`src/rtl/riscv_settings.svh`:
```
`ifndef RISCV_SETTINGS_SVH
`define RISCV_SETTINGS_SVH

// --------------------
// Core widths
// --------------------

`define RV_XLEN     32              // Data and address width
`define RV_NUM_REGS 32              // Integer register count
`define RV_REG_AW   5               // Register index width

// --------------------
// Reset state
// --------------------

`define RV_RESET_PC 32'h0000_0000   // First fetch address

`endif

```
`src/rtl/riscv_pkg.sv`:
```
package riscv_pkg;

    // --------------------
    // Instruction word views
    // --------------------

    // Register-register layout, also used for I, B and J fields
    typedef struct packed {
        logic [6:0] funct7;         // Bits 31:25
        logic [4:0] rs2;            // Bits 24:20
        logic [4:0] rs1;            // Bits 19:15
        logic [2:0] funct3;         // Bits 14:12
        logic [4:0] rd;             // Bits 11:7
        logic [6:0] opcode;         // Bits 6:0
    } r_fmt_t;

    // Store layout with the split immediate
    typedef struct packed {
        logic [6:0] imm_hi;         // Imm[11:5]
        logic [4:0] rs2;            // Store data register
        logic [4:0] rs1;            // Base register
        logic [2:0] funct3;         // Access width
        logic [4:0] imm_lo;         // Imm[4:0]
        logic [6:0] opcode;
    } s_fmt_t;

    typedef union packed {
        r_fmt_t r_fmt;              // Field view
        s_fmt_t s_fmt;              // Store immediate view
    } instr_u;

    // --------------------
    // Decode encodings
    // --------------------

    typedef enum logic [6:0] {
        OP_LOAD   = 7'b0000011,     // lw
        OP_STORE  = 7'b0100011,     // sw
        OP_OP     = 7'b0110011,     // R-type ALU
        OP_IMM    = 7'b0010011,     // I-type ALU
        OP_BRANCH = 7'b1100011,     // beq
        OP_JAL    = 7'b1101111      // jal
    } opcode_e;

    typedef enum logic [2:0] {
        ALU_ADD = 3'b000,
        ALU_SUB = 3'b001,
        ALU_AND = 3'b010,
        ALU_OR  = 3'b011,
        ALU_SLT = 3'b101            // Signed compare
    } alu_op_e;

    typedef enum logic [1:0] {
        IMM_I = 2'b00,              // Loads and ALU immediates
        IMM_S = 2'b01,              // Stores
        IMM_B = 2'b10,              // Branches
        IMM_J = 2'b11               // jal
    } imm_src_e;

    typedef enum logic [1:0] {
        RES_ALU = 2'b00,            // ALU result
        RES_MEM = 2'b01,            // Load data
        RES_PC4 = 2'b10             // Link address
    } result_src_e;

endpackage

```
`src/rtl/control_unit.sv`:
```
`timescale 1ns/100ps
module control_unit (
    input  riscv_pkg::instr_u      i_instr,      // Instruction under decode
    input  logic                   i_zero,       // ALU zero flag
    output logic                   o_pcsrc,      // Next PC from target adder
    output logic                   o_alusrc,     // Operand B from immediate
    output logic                   o_regwrite,   // Register writeback enable
    output logic                   o_mem_we,     // Data memory write strobe
    output riscv_pkg::result_src_e o_resultsrc,  // Writeback source
    output riscv_pkg::imm_src_e    o_immsrc,     // Immediate format
    output riscv_pkg::alu_op_e     o_alucontrol  // ALU operation
);

    import riscv_pkg::*;

    // ALU classes from the main decoder
    localparam logic [1:0] CLASS_ADD   = 2'b00;  // Address calculation
    localparam logic [1:0] CLASS_SUB   = 2'b01;  // Branch compare
    localparam logic [1:0] CLASS_FUNCT = 2'b10;  // From funct3/funct7

    opcode_e    l_opcode;
    logic [2:0] l_funct3;
    logic       l_funct7_b5;
    logic       l_rtype_sub;                    // R-type subtract
    logic       l_branch;
    logic       l_jump;
    logic [1:0] l_alu_class;

    assign l_opcode    = opcode_e'(i_instr.r_fmt.opcode);
    assign l_funct3    = i_instr.r_fmt.funct3;
    assign l_funct7_b5 = i_instr.r_fmt.funct7[5];
    assign l_rtype_sub = l_funct7_b5 && (l_opcode == OP_OP);  // addi ignores bit 30

    // --------------------
    // Main decoder
    // --------------------

    always_comb begin
        o_regwrite  = 1'b0;                     // No-op unless decoded
        o_mem_we    = 1'b0;
        o_alusrc    = 1'b0;
        o_resultsrc = RES_ALU;
        o_immsrc    = IMM_I;
        l_branch    = 1'b0;
        l_jump      = 1'b0;
        l_alu_class = CLASS_ADD;
        case (l_opcode)
            OP_LOAD: begin
                o_regwrite  = 1'b1;
                o_alusrc    = 1'b1;             // Base plus offset
                o_resultsrc = RES_MEM;
            end
            OP_STORE: begin
                o_mem_we    = 1'b1;
                o_alusrc    = 1'b1;
                o_immsrc    = IMM_S;
            end
            OP_OP: begin
                o_regwrite  = 1'b1;
                l_alu_class = CLASS_FUNCT;
            end
            OP_IMM: begin
                o_regwrite  = 1'b1;
                o_alusrc    = 1'b1;
                l_alu_class = CLASS_FUNCT;
            end
            OP_BRANCH: begin
                o_immsrc    = IMM_B;
                l_branch    = (l_funct3 == 3'b000);  // beq only
                l_alu_class = CLASS_SUB;
            end
            OP_JAL: begin
                o_regwrite  = 1'b1;
                o_resultsrc = RES_PC4;          // Link register gets PC+4
                o_immsrc    = IMM_J;
                l_jump      = 1'b1;
            end
            default: begin
            end
        endcase
    end

    // --------------------
    // ALU decoder
    // --------------------

    always_comb begin
        case (l_alu_class)
            CLASS_ADD: o_alucontrol = ALU_ADD;
            CLASS_SUB: o_alucontrol = ALU_SUB;
            default: begin
                case (l_funct3)
                    3'b000:  o_alucontrol = l_rtype_sub ? ALU_SUB : ALU_ADD;
                    3'b010:  o_alucontrol = ALU_SLT;
                    3'b110:  o_alucontrol = ALU_OR;
                    3'b111:  o_alucontrol = ALU_AND;
                    default: o_alucontrol = ALU_ADD;  // Unsupported funct3
                endcase
            end
        endcase
    end

    assign o_pcsrc = l_jump || (l_branch && i_zero);  // Taken beq or jal

endmodule

```
`src/rtl/register_file.sv`:
```
`timescale 1ns/100ps
`include "riscv_settings.svh"
module register_file (
    input  logic                  i_clk,
    input  logic                  i_rst_n,
    input  logic                  i_reg_write,  // Write enable
    input  logic [`RV_REG_AW-1:0] i_rs1_addr,   // Read port 1 index
    input  logic [`RV_REG_AW-1:0] i_rs2_addr,   // Read port 2 index
    input  logic [`RV_REG_AW-1:0] i_rd_addr,    // Write port index
    input  logic [`RV_XLEN-1:0]   i_rd_data,    // Write data
    output logic [`RV_XLEN-1:0]   o_rs1_data,
    output logic [`RV_XLEN-1:0]   o_rs2_data
);

    logic [`RV_XLEN-1:0] l_regs [`RV_NUM_REGS];  // Architectural registers

    // Write port, x0 never written
    always_ff @(posedge i_clk or negedge i_rst_n) begin
        if (!i_rst_n) begin
            for (int i = 0; i < `RV_NUM_REGS; i++) begin
                l_regs[i] <= '0;                // All registers cleared
            end
        end else if (i_reg_write && (i_rd_addr != '0)) begin
            l_regs[i_rd_addr] <= i_rd_data;
        end
    end

    // Combinational reads
    assign o_rs1_data = (i_rs1_addr == '0) ? '0 : l_regs[i_rs1_addr];  // x0 reads zero
    assign o_rs2_data = (i_rs2_addr == '0) ? '0 : l_regs[i_rs2_addr];

endmodule

```
`src/rtl/imm_extend.sv`:
```
`timescale 1ns/100ps
`include "riscv_settings.svh"
module imm_extend (
    input  riscv_pkg::instr_u   i_instr,   // Instruction word
    input  riscv_pkg::imm_src_e i_immsrc,  // Immediate format
    output logic [`RV_XLEN-1:0] o_immext   // Sign-extended immediate
);

    import riscv_pkg::*;

    logic l_sign;                          // Instruction bit 31

    assign l_sign = i_instr.r_fmt.funct7[6];

    always_comb begin
        case (i_immsrc)
            IMM_I: o_immext = {{(`RV_XLEN-12){l_sign}},
                               i_instr.r_fmt.funct7, i_instr.r_fmt.rs2};
            IMM_S: o_immext = {{(`RV_XLEN-12){l_sign}},
                               i_instr.s_fmt.imm_hi, i_instr.s_fmt.imm_lo};  // Split field
            IMM_B: o_immext = {{(`RV_XLEN-12){l_sign}},
                               i_instr.r_fmt.rd[0],         // Imm[11]
                               i_instr.r_fmt.funct7[5:0],   // Imm[10:5]
                               i_instr.r_fmt.rd[4:1],       // Imm[4:1]
                               1'b0};
            IMM_J: o_immext = {{(`RV_XLEN-20){l_sign}},
                               i_instr.r_fmt.rs1,           // Imm[19:15]
                               i_instr.r_fmt.funct3,        // Imm[14:12]
                               i_instr.r_fmt.rs2[0],        // Imm[11]
                               i_instr.r_fmt.funct7[5:0],   // Imm[10:5]
                               i_instr.r_fmt.rs2[4:1],      // Imm[4:1]
                               1'b0};
            default: o_immext = '0;
        endcase
    end

endmodule

```
`src/rtl/alu.sv`:
```
`timescale 1ns/100ps
`include "riscv_settings.svh"
module alu (
    input  logic [`RV_XLEN-1:0] i_a,           // rs1 operand
    input  logic [`RV_XLEN-1:0] i_b,           // rs2 or immediate
    input  riscv_pkg::alu_op_e  i_alucontrol,  // Operation select
    output logic [`RV_XLEN-1:0] o_result,
    output logic                o_zero         // Result is all zeros
);

    import riscv_pkg::*;

    logic [`RV_XLEN-1:0] l_sum;
    logic [`RV_XLEN-1:0] l_diff;
    logic                l_lt;                 // Signed less-than

    assign l_sum  = i_a + i_b;
    assign l_diff = i_a - i_b;
    assign l_lt   = $signed(i_a) < $signed(i_b);

    // --------------------
    // Operation select
    // --------------------

    always_comb begin
        case (i_alucontrol)
            ALU_ADD: o_result = l_sum;
            ALU_SUB: o_result = l_diff;        // Also beq compare
            ALU_AND: o_result = i_a & i_b;
            ALU_OR:  o_result = i_a | i_b;
            ALU_SLT: o_result = {{(`RV_XLEN-1){1'b0}}, l_lt};  // 1 or 0
            default: o_result = '0;
        endcase
    end

    assign o_zero = (o_result == '0);

endmodule

```
`src/rtl/datapath.sv`:
```
`timescale 1ns/100ps
`include "riscv_settings.svh"
module datapath (
    input  logic                   i_clk,
    input  logic                   i_rst_n,
    input  logic                   i_pcsrc,       // Take target adder output
    input  logic                   i_alusrc,      // Operand B from immediate
    input  logic                   i_regwrite,    // Writeback enable
    input  riscv_pkg::result_src_e i_resultsrc,   // Writeback source
    input  riscv_pkg::imm_src_e    i_immsrc,      // Immediate format
    input  riscv_pkg::alu_op_e     i_alucontrol,  // ALU operation
    input  riscv_pkg::instr_u      i_instr,       // Current instruction
    input  logic [`RV_XLEN-1:0]    i_readdata,    // Load data from memory
    output logic                   o_zero,        // ALU zero flag
    output logic [`RV_XLEN-1:0]    o_pc,          // Fetch address
    output logic [`RV_XLEN-1:0]    o_aluresult,   // Also the memory address
    output logic [`RV_XLEN-1:0]    o_writedata    // rs2, the store data
);

    import riscv_pkg::*;

    logic [`RV_XLEN-1:0] l_pc_next;
    logic [`RV_XLEN-1:0] l_pc_plus4;
    logic [`RV_XLEN-1:0] l_pc_target;             // Branch or jump target
    logic [`RV_XLEN-1:0] l_immext;
    logic [`RV_XLEN-1:0] l_src_a;
    logic [`RV_XLEN-1:0] l_src_b;
    logic [`RV_XLEN-1:0] l_result;                // Writeback value

    // --------------------
    // Program counter
    // --------------------

    always_ff @(posedge i_clk or negedge i_rst_n) begin
        if (!i_rst_n) begin
            o_pc <= `RV_RESET_PC;
        end else begin
            o_pc <= l_pc_next;                    // One instruction per clock
        end
    end

    assign l_pc_plus4  = o_pc + `RV_XLEN'd4;
    assign l_pc_target = o_pc + l_immext;         // B or J offset
    assign l_pc_next   = i_pcsrc ? l_pc_target : l_pc_plus4;

    // --------------------
    // Register file and immediate
    // --------------------

    register_file u_register_file (
        .i_clk       (i_clk),
        .i_rst_n     (i_rst_n),
        .i_reg_write (i_regwrite),
        .i_rs1_addr  (i_instr.r_fmt.rs1),
        .i_rs2_addr  (i_instr.r_fmt.rs2),
        .i_rd_addr   (i_instr.r_fmt.rd),          // Ignored on stores and branches
        .i_rd_data   (l_result),
        .o_rs1_data  (l_src_a),
        .o_rs2_data  (o_writedata)
    );

    imm_extend u_imm_extend (
        .i_instr  (i_instr),
        .i_immsrc (i_immsrc),
        .o_immext (l_immext)
    );

    // --------------------
    // Execute
    // --------------------

    assign l_src_b = i_alusrc ? l_immext : o_writedata;  // Immediate or rs2

    alu u_alu (
        .i_a          (l_src_a),
        .i_b          (l_src_b),
        .i_alucontrol (i_alucontrol),
        .o_result     (o_aluresult),
        .o_zero       (o_zero)
    );

    // Writeback select
    always_comb begin
        case (i_resultsrc)
            RES_ALU: l_result = o_aluresult;
            RES_MEM: l_result = i_readdata;      // lw
            RES_PC4: l_result = l_pc_plus4;      // jal link
            default: l_result = o_aluresult;
        endcase
    end

endmodule

```
`src/rtl/riscv_core.sv`:
```
`timescale 1ns/100ps
`include "riscv_settings.svh"
module riscv_core (
    input  logic                i_clk,
    input  logic                i_rst_n,
    input  logic [`RV_XLEN-1:0] i_instr,      // Fetched word for o_pc
    input  logic [`RV_XLEN-1:0] i_mem_rdata,  // Same-cycle load data
    output logic [`RV_XLEN-1:0] o_pc,         // Fetch address
    output logic [`RV_XLEN-1:0] o_mem_addr,
    output logic [`RV_XLEN-1:0] o_mem_wdata,
    output logic                o_mem_we      // Taken at the rising edge
);

    import riscv_pkg::*;

    instr_u      l_instr;                     // Decoded views of i_instr
    logic        l_pcsrc;
    logic        l_alusrc;
    logic        l_regwrite;
    logic        l_zero;
    result_src_e l_resultsrc;
    imm_src_e    l_immsrc;
    alu_op_e     l_alucontrol;

    assign l_instr = instr_u'(i_instr);

    // --------------------
    // Decode
    // --------------------

    control_unit u_control_unit (
        .i_instr      (l_instr),
        .i_zero       (l_zero),
        .o_pcsrc      (l_pcsrc),
        .o_alusrc     (l_alusrc),
        .o_regwrite   (l_regwrite),
        .o_mem_we     (o_mem_we),
        .o_resultsrc  (l_resultsrc),
        .o_immsrc     (l_immsrc),
        .o_alucontrol (l_alucontrol)
    );

    // --------------------
    // Execute and writeback
    // --------------------

    datapath u_datapath (
        .i_clk        (i_clk),
        .i_rst_n      (i_rst_n),
        .i_pcsrc      (l_pcsrc),
        .i_alusrc     (l_alusrc),
        .i_regwrite   (l_regwrite),
        .i_resultsrc  (l_resultsrc),
        .i_immsrc     (l_immsrc),
        .i_alucontrol (l_alucontrol),
        .i_instr      (l_instr),
        .i_readdata   (i_mem_rdata),
        .o_zero       (l_zero),
        .o_pc         (o_pc),
        .o_aluresult  (o_mem_addr),           // Load and store address
        .o_writedata  (o_mem_wdata)           // rs2 for sw
    );

endmodule

```
`config.mk`:
```
export PLATFORM = sky130hd
export DESIGN_NAME = riscv_core
export DESIGN_NICKNAME = d
export VERILOG_FILES = /design/src/rtl/riscv_pkg.sv /design/src/rtl/control_unit.sv /design/src/rtl/register_file.sv /design/src/rtl/imm_extend.sv /design/src/rtl/alu.sv /design/src/rtl/datapath.sv /design/src/rtl/riscv_core.sv
export VERILOG_INCLUDE_DIRS = /design/src /design/src/rtl
export SDC_FILE = /design/constraint.sdc
export NUM_CORES = 2
export LEC_CHECK = 0
export ABC_AREA = 1
export BUFFER_PORTS_ARGS = -buffer_cell sky130_fd_sc_hd__buf_2
export CAP_MARGIN = 20
export CORE_MARGIN = 2
export CORE_UTILIZATION = 40
export CTS_CLUSTER_DIAMETER = 200
export CTS_CLUSTER_SIZE = 30
export DETAILED_ROUTE_END_ITERATION = 12
export SETUP_SLACK_MARGIN = 0.3
export SYNTH_ARGS = -nofsm -noshare
export SYNTH_HDL_FRONTEND = slang
export SYNTH_SLANG_ARGS = --single-unit
```
`constraint.sdc`:
```
create_clock -name i_clk -period 9.85 [get_ports i_clk]
set_input_delay 1.4775 -clock i_clk [delete_from_list [all_inputs] [get_ports i_clk]]
set_output_delay 1.4775 -clock i_clk [all_outputs]
set_load 0.005 [all_outputs]
```
==> results.md <==
* Status: finished clean
* Gr usage total at 33.36%
* Peak supply drop at 0.1538 mV
* Iteration-0 DRC Markers at 10000
* CP Capture Type: output pin
* Synth Instances at 9465
* RSZ-0062 raised after global routing: false
* 1st-pass router iterations at 8
* DRT antenna net count at 0
* Post-synth net total at 9666
* Hold Vio Cnt, Final at 0
* CTS tree: yes
* Post-synth EDFFs at 0
* Critical path origin: i_instr[20]
* Clk slew on worst S/H paths at 0.12 ns
* Leading area contributor after synthesis: dfrtp_1
* Initial antenna violation count at 5
* Hold path endpoint: u_datapath.u_register_file.l_regs[1016]
* Worst R2R End: u_datapath.o_pc[0]
* Number of clock sinks at 1056
* Detailed-route wire length at 291600 um
* Pwr Density at 153.8 nW/um^2
* Slew @ Worst Pin at 1.202 ns
* Primary FF master, synth: dfrtp_1
* Setup Viol. Count Final at 0
* Synthesized area at 66380 sq um
* Number of hold buffers added after CTS at 0
* CP required at 8.37 ns
* Number of global-route vias before repair at 64030
* Nets at 9222
* Synth top area share at 39.81%
* Layout cells sized above 1 at 5.906%
* FF-to-FF setup slack at 3.86 ns
* DRC at 0
* Largest net degree at the start of global routing at 173
* Fin crit share at 88.59%
* CTS root buf: clkbuf_16
* Highest Clock Rate at 114.6 MHz
* WS Path Type: in2out
* Inst Count DP at 11160
* CTS H-tree lvls at 2
* Std-Cell Rows at 149
* Slew Limit Fails at 0
* Clock Path Buffers at 3
* #FFs+latches synth at 1056
* Worst reg2reg path depth at 24
* Area Growth Syn to Fin at 5.140%
* Worst skew pair latency at 0.70 ns
* Min-Delay Path Class: reg2reg
* Core area at 164800 sq um
* Hold depth at 0
* Crit path max fanout at 120
* Unique masters post-synth at 61
* Setup TNS at 0 ns
* Setup Buffers After CTS at 0
* Crit path time final at 8.726 ns
* CP Launch Type: primary input
* Die area at 169200 sq um
* PostCTS Resize Cnt at 0
* Arr. time, crit path at 7.25 ns
* Num ports at 163
* Chip Height at 411.4 um
* Synth area leaders: dfrtp_1 40%, o21ai_0 14%, nand2_1 11%, nor2_1 6.4%, nand3_1 4.1%
* Grt ovf at 0
* Fraction of registers with async set/reset at 100.0%
* Rel. slew slack at 19.89%
* Post-synthesis sequential area ratio at 39.81%
* Ys Warns at 0
* Max cap viols at 0
* Initial cell density of the core at 40.28%
* First-pass GRT wire length at 428800 um
* I/O Buffers at 162
* Leakage power at 31.68 nW
* Post-detailed-route via-to-cell ratio at 6.177
* Num CTS Buffers at 41
* Hold Path Origin: u_datapath.u_register_file.l_regs[1016]
* Layout Cells excl Fill at 11220
* Hpwl dp at 186100 um
* Syn_area_per_cell at 7.013 sq um
* Launch point of the worst reg-to-reg path: u_datapath.u_register_file.l_regs[412]
* Routed WL per cell at 25.99 um
* Clock Skew at 0.02875 ns
* Die Width at 411.4 um
* GP Congestion at 0.9862
* Via count at 69300
-- synth_stat cells, types with 16 or more instances --
master    count
o21ai_0    1880
nor3_4       23
o211ai_1     85
buf_1        49
nor3_1       46
inv_1       547
clkbuf_1    703
o221ai_1    229
a32o_1       16
o22ai_1     176
dfrtp_1    1056
nand4_1      51
xor2_1       42
nand3_1     542
nand3b_1     17
ha_1        132
nand2_1    1986
nor2_1     1131
buf_2        59
o21ai_1     206
a21oi_1     291
inv_2        38
-- stage by stage --
| stage | setup slack (ns) | util [%] | hold slack, ns | total power, W | cell area (sq um) |
|---|---|---|---|---|---|
| floorplan | 3.711 | - | 0.4290 | 0.006893 | 66380 |
| global placement | 1.495 | 41.58 | 0.3671 | 0.008401 | 68520 |
| detailed placement | 1.569 | 41.59 | 0.3656 | 0.008402 | 68540 |
| CTS | 1.565 | 42.26 | 0.3941 | 0.01066 | 69650 |
| global route | 0.9331 | 42.34 | 0.4095 | 0.01120 | 69780 |
| finish | 1.124 | 42.35 | 0.3904 | 0.01074 | 69790 |
-- state kept, by name, summed over array words and instances, names as in the netlist --
name,flops
u_datapath.o_pc,32
u_datapath.u_register_file.l_regs,1024
-- critical path: stages --
cell and delay, ns:
buf_8 0.19, inv_8 0.56, buf_4 0.42, o21ai_0 0.12, o22ai_1 0.29, nor2_1 0.08, o211ai_1 0.48, nand3_1 0.55
o21ai_0 0.43, inv_1 0.11, ha_1 0.52, nand2_1 0.25, nor2_1 0.24, nand3_1 0.20, nor2_1 0.15, nand2_1 0.19
nand2_1 0.12, nand2_1 0.05, nand3_1 0.08, nand3b_1 0.19, buf_2 0.19
-- metal layers --
layer / global-route usage, % / share of wire (%) / up-vias / wire [um]
met3: 6.656 / 11 / 702 / 32010
li1: - / - / 30950 / -
met5: 0 / 0.0093 / - / 27
met4: 13.96 / 4.5 / 4 / 13240
met1: 46.87 / 42 / 33300 / 121100
met2: 49.88 / 43 / 4337 / 125200
-- cells in the final DEF, fill, tap and decap left out, drive strengths merged, types with 70 or more instances in the layout --
| cell | netlist | final |
|---|---|---|
| o221ai | 229 | 229 |
| nand2 | 1994 | 1994 |
| nor3 | 70 | 70 |
| a21oi | 292 | 292 |
| dfrtp | 1056 | 1056 |
| nor2 | 1144 | 1144 |
| buf | 120 | 337 |
| inv | 585 | 588 |
| nand3 | 545 | 545 |
| ha | 132 | 132 |
| o21ai | 2087 | 2087 |
| o22ai | 176 | 176 |
| o211ai | 85 | 85 |
-- worst max-delay path by stage --
stage                          end  slack (ns)  cells after the start
floorplan           o_mem_addr[26]        3.71                     24
global placement    o_mem_addr[29]        1.49                     23
detailed placement  o_mem_addr[29]        1.57                     21
CTS                 o_mem_addr[30]        1.57                     24
global route        o_mem_addr[29]        0.93                     21
finish              o_mem_addr[29]        1.12                     21
-- layout make-up --
class	instances	area (sq um)
Antenna cell	4	10.01
Clock buffer	43	1076
Clock inverter	4	37.54
Fill cell	17090	95010
Inverter	588	2247
Multi-Input combinational cell	6997	34670
Sequential cell	1056	26430
Tap cell	2189	2739
Timing Repair Buffer	337	2587
-- power breakdown --
group | total (W) | internal (W) | leakage [nW] | switching [W]
clock network | 0.00230 | 0.000802 | 0.550 | 0.00150
registers | 0.00479 | 0.00456 | 14.5 | 0.000233
logic | 0.00364 | 0.000954 | 16.6 | 0.00269
total | 0.0107 | 0.00632 | 31.7 | 0.00442
-- logic make-up (layout without fill, tap and decap cells) --
| logic type | count (synthesis) | count (layout) | synth area share, % |
|---|---|---|---|
| AO/OA/AOI/OAI | 2957 | 2957 | 24.75 |
| other | 0 | 4 | 0 |
| XOR/XNOR | 57 | 57 | 0.7521 |
| flip-flops | 1056 | 1056 | 39.81 |
| adder cells (fa/ha/maj) | 135 | 135 | 2.579 |
| AND/OR/NAND/NOR | 3848 | 3848 | 23.89 |
| buffers and inverters | 1412 | 972 | 8.218 |
(Power assumes the default switching activity.)
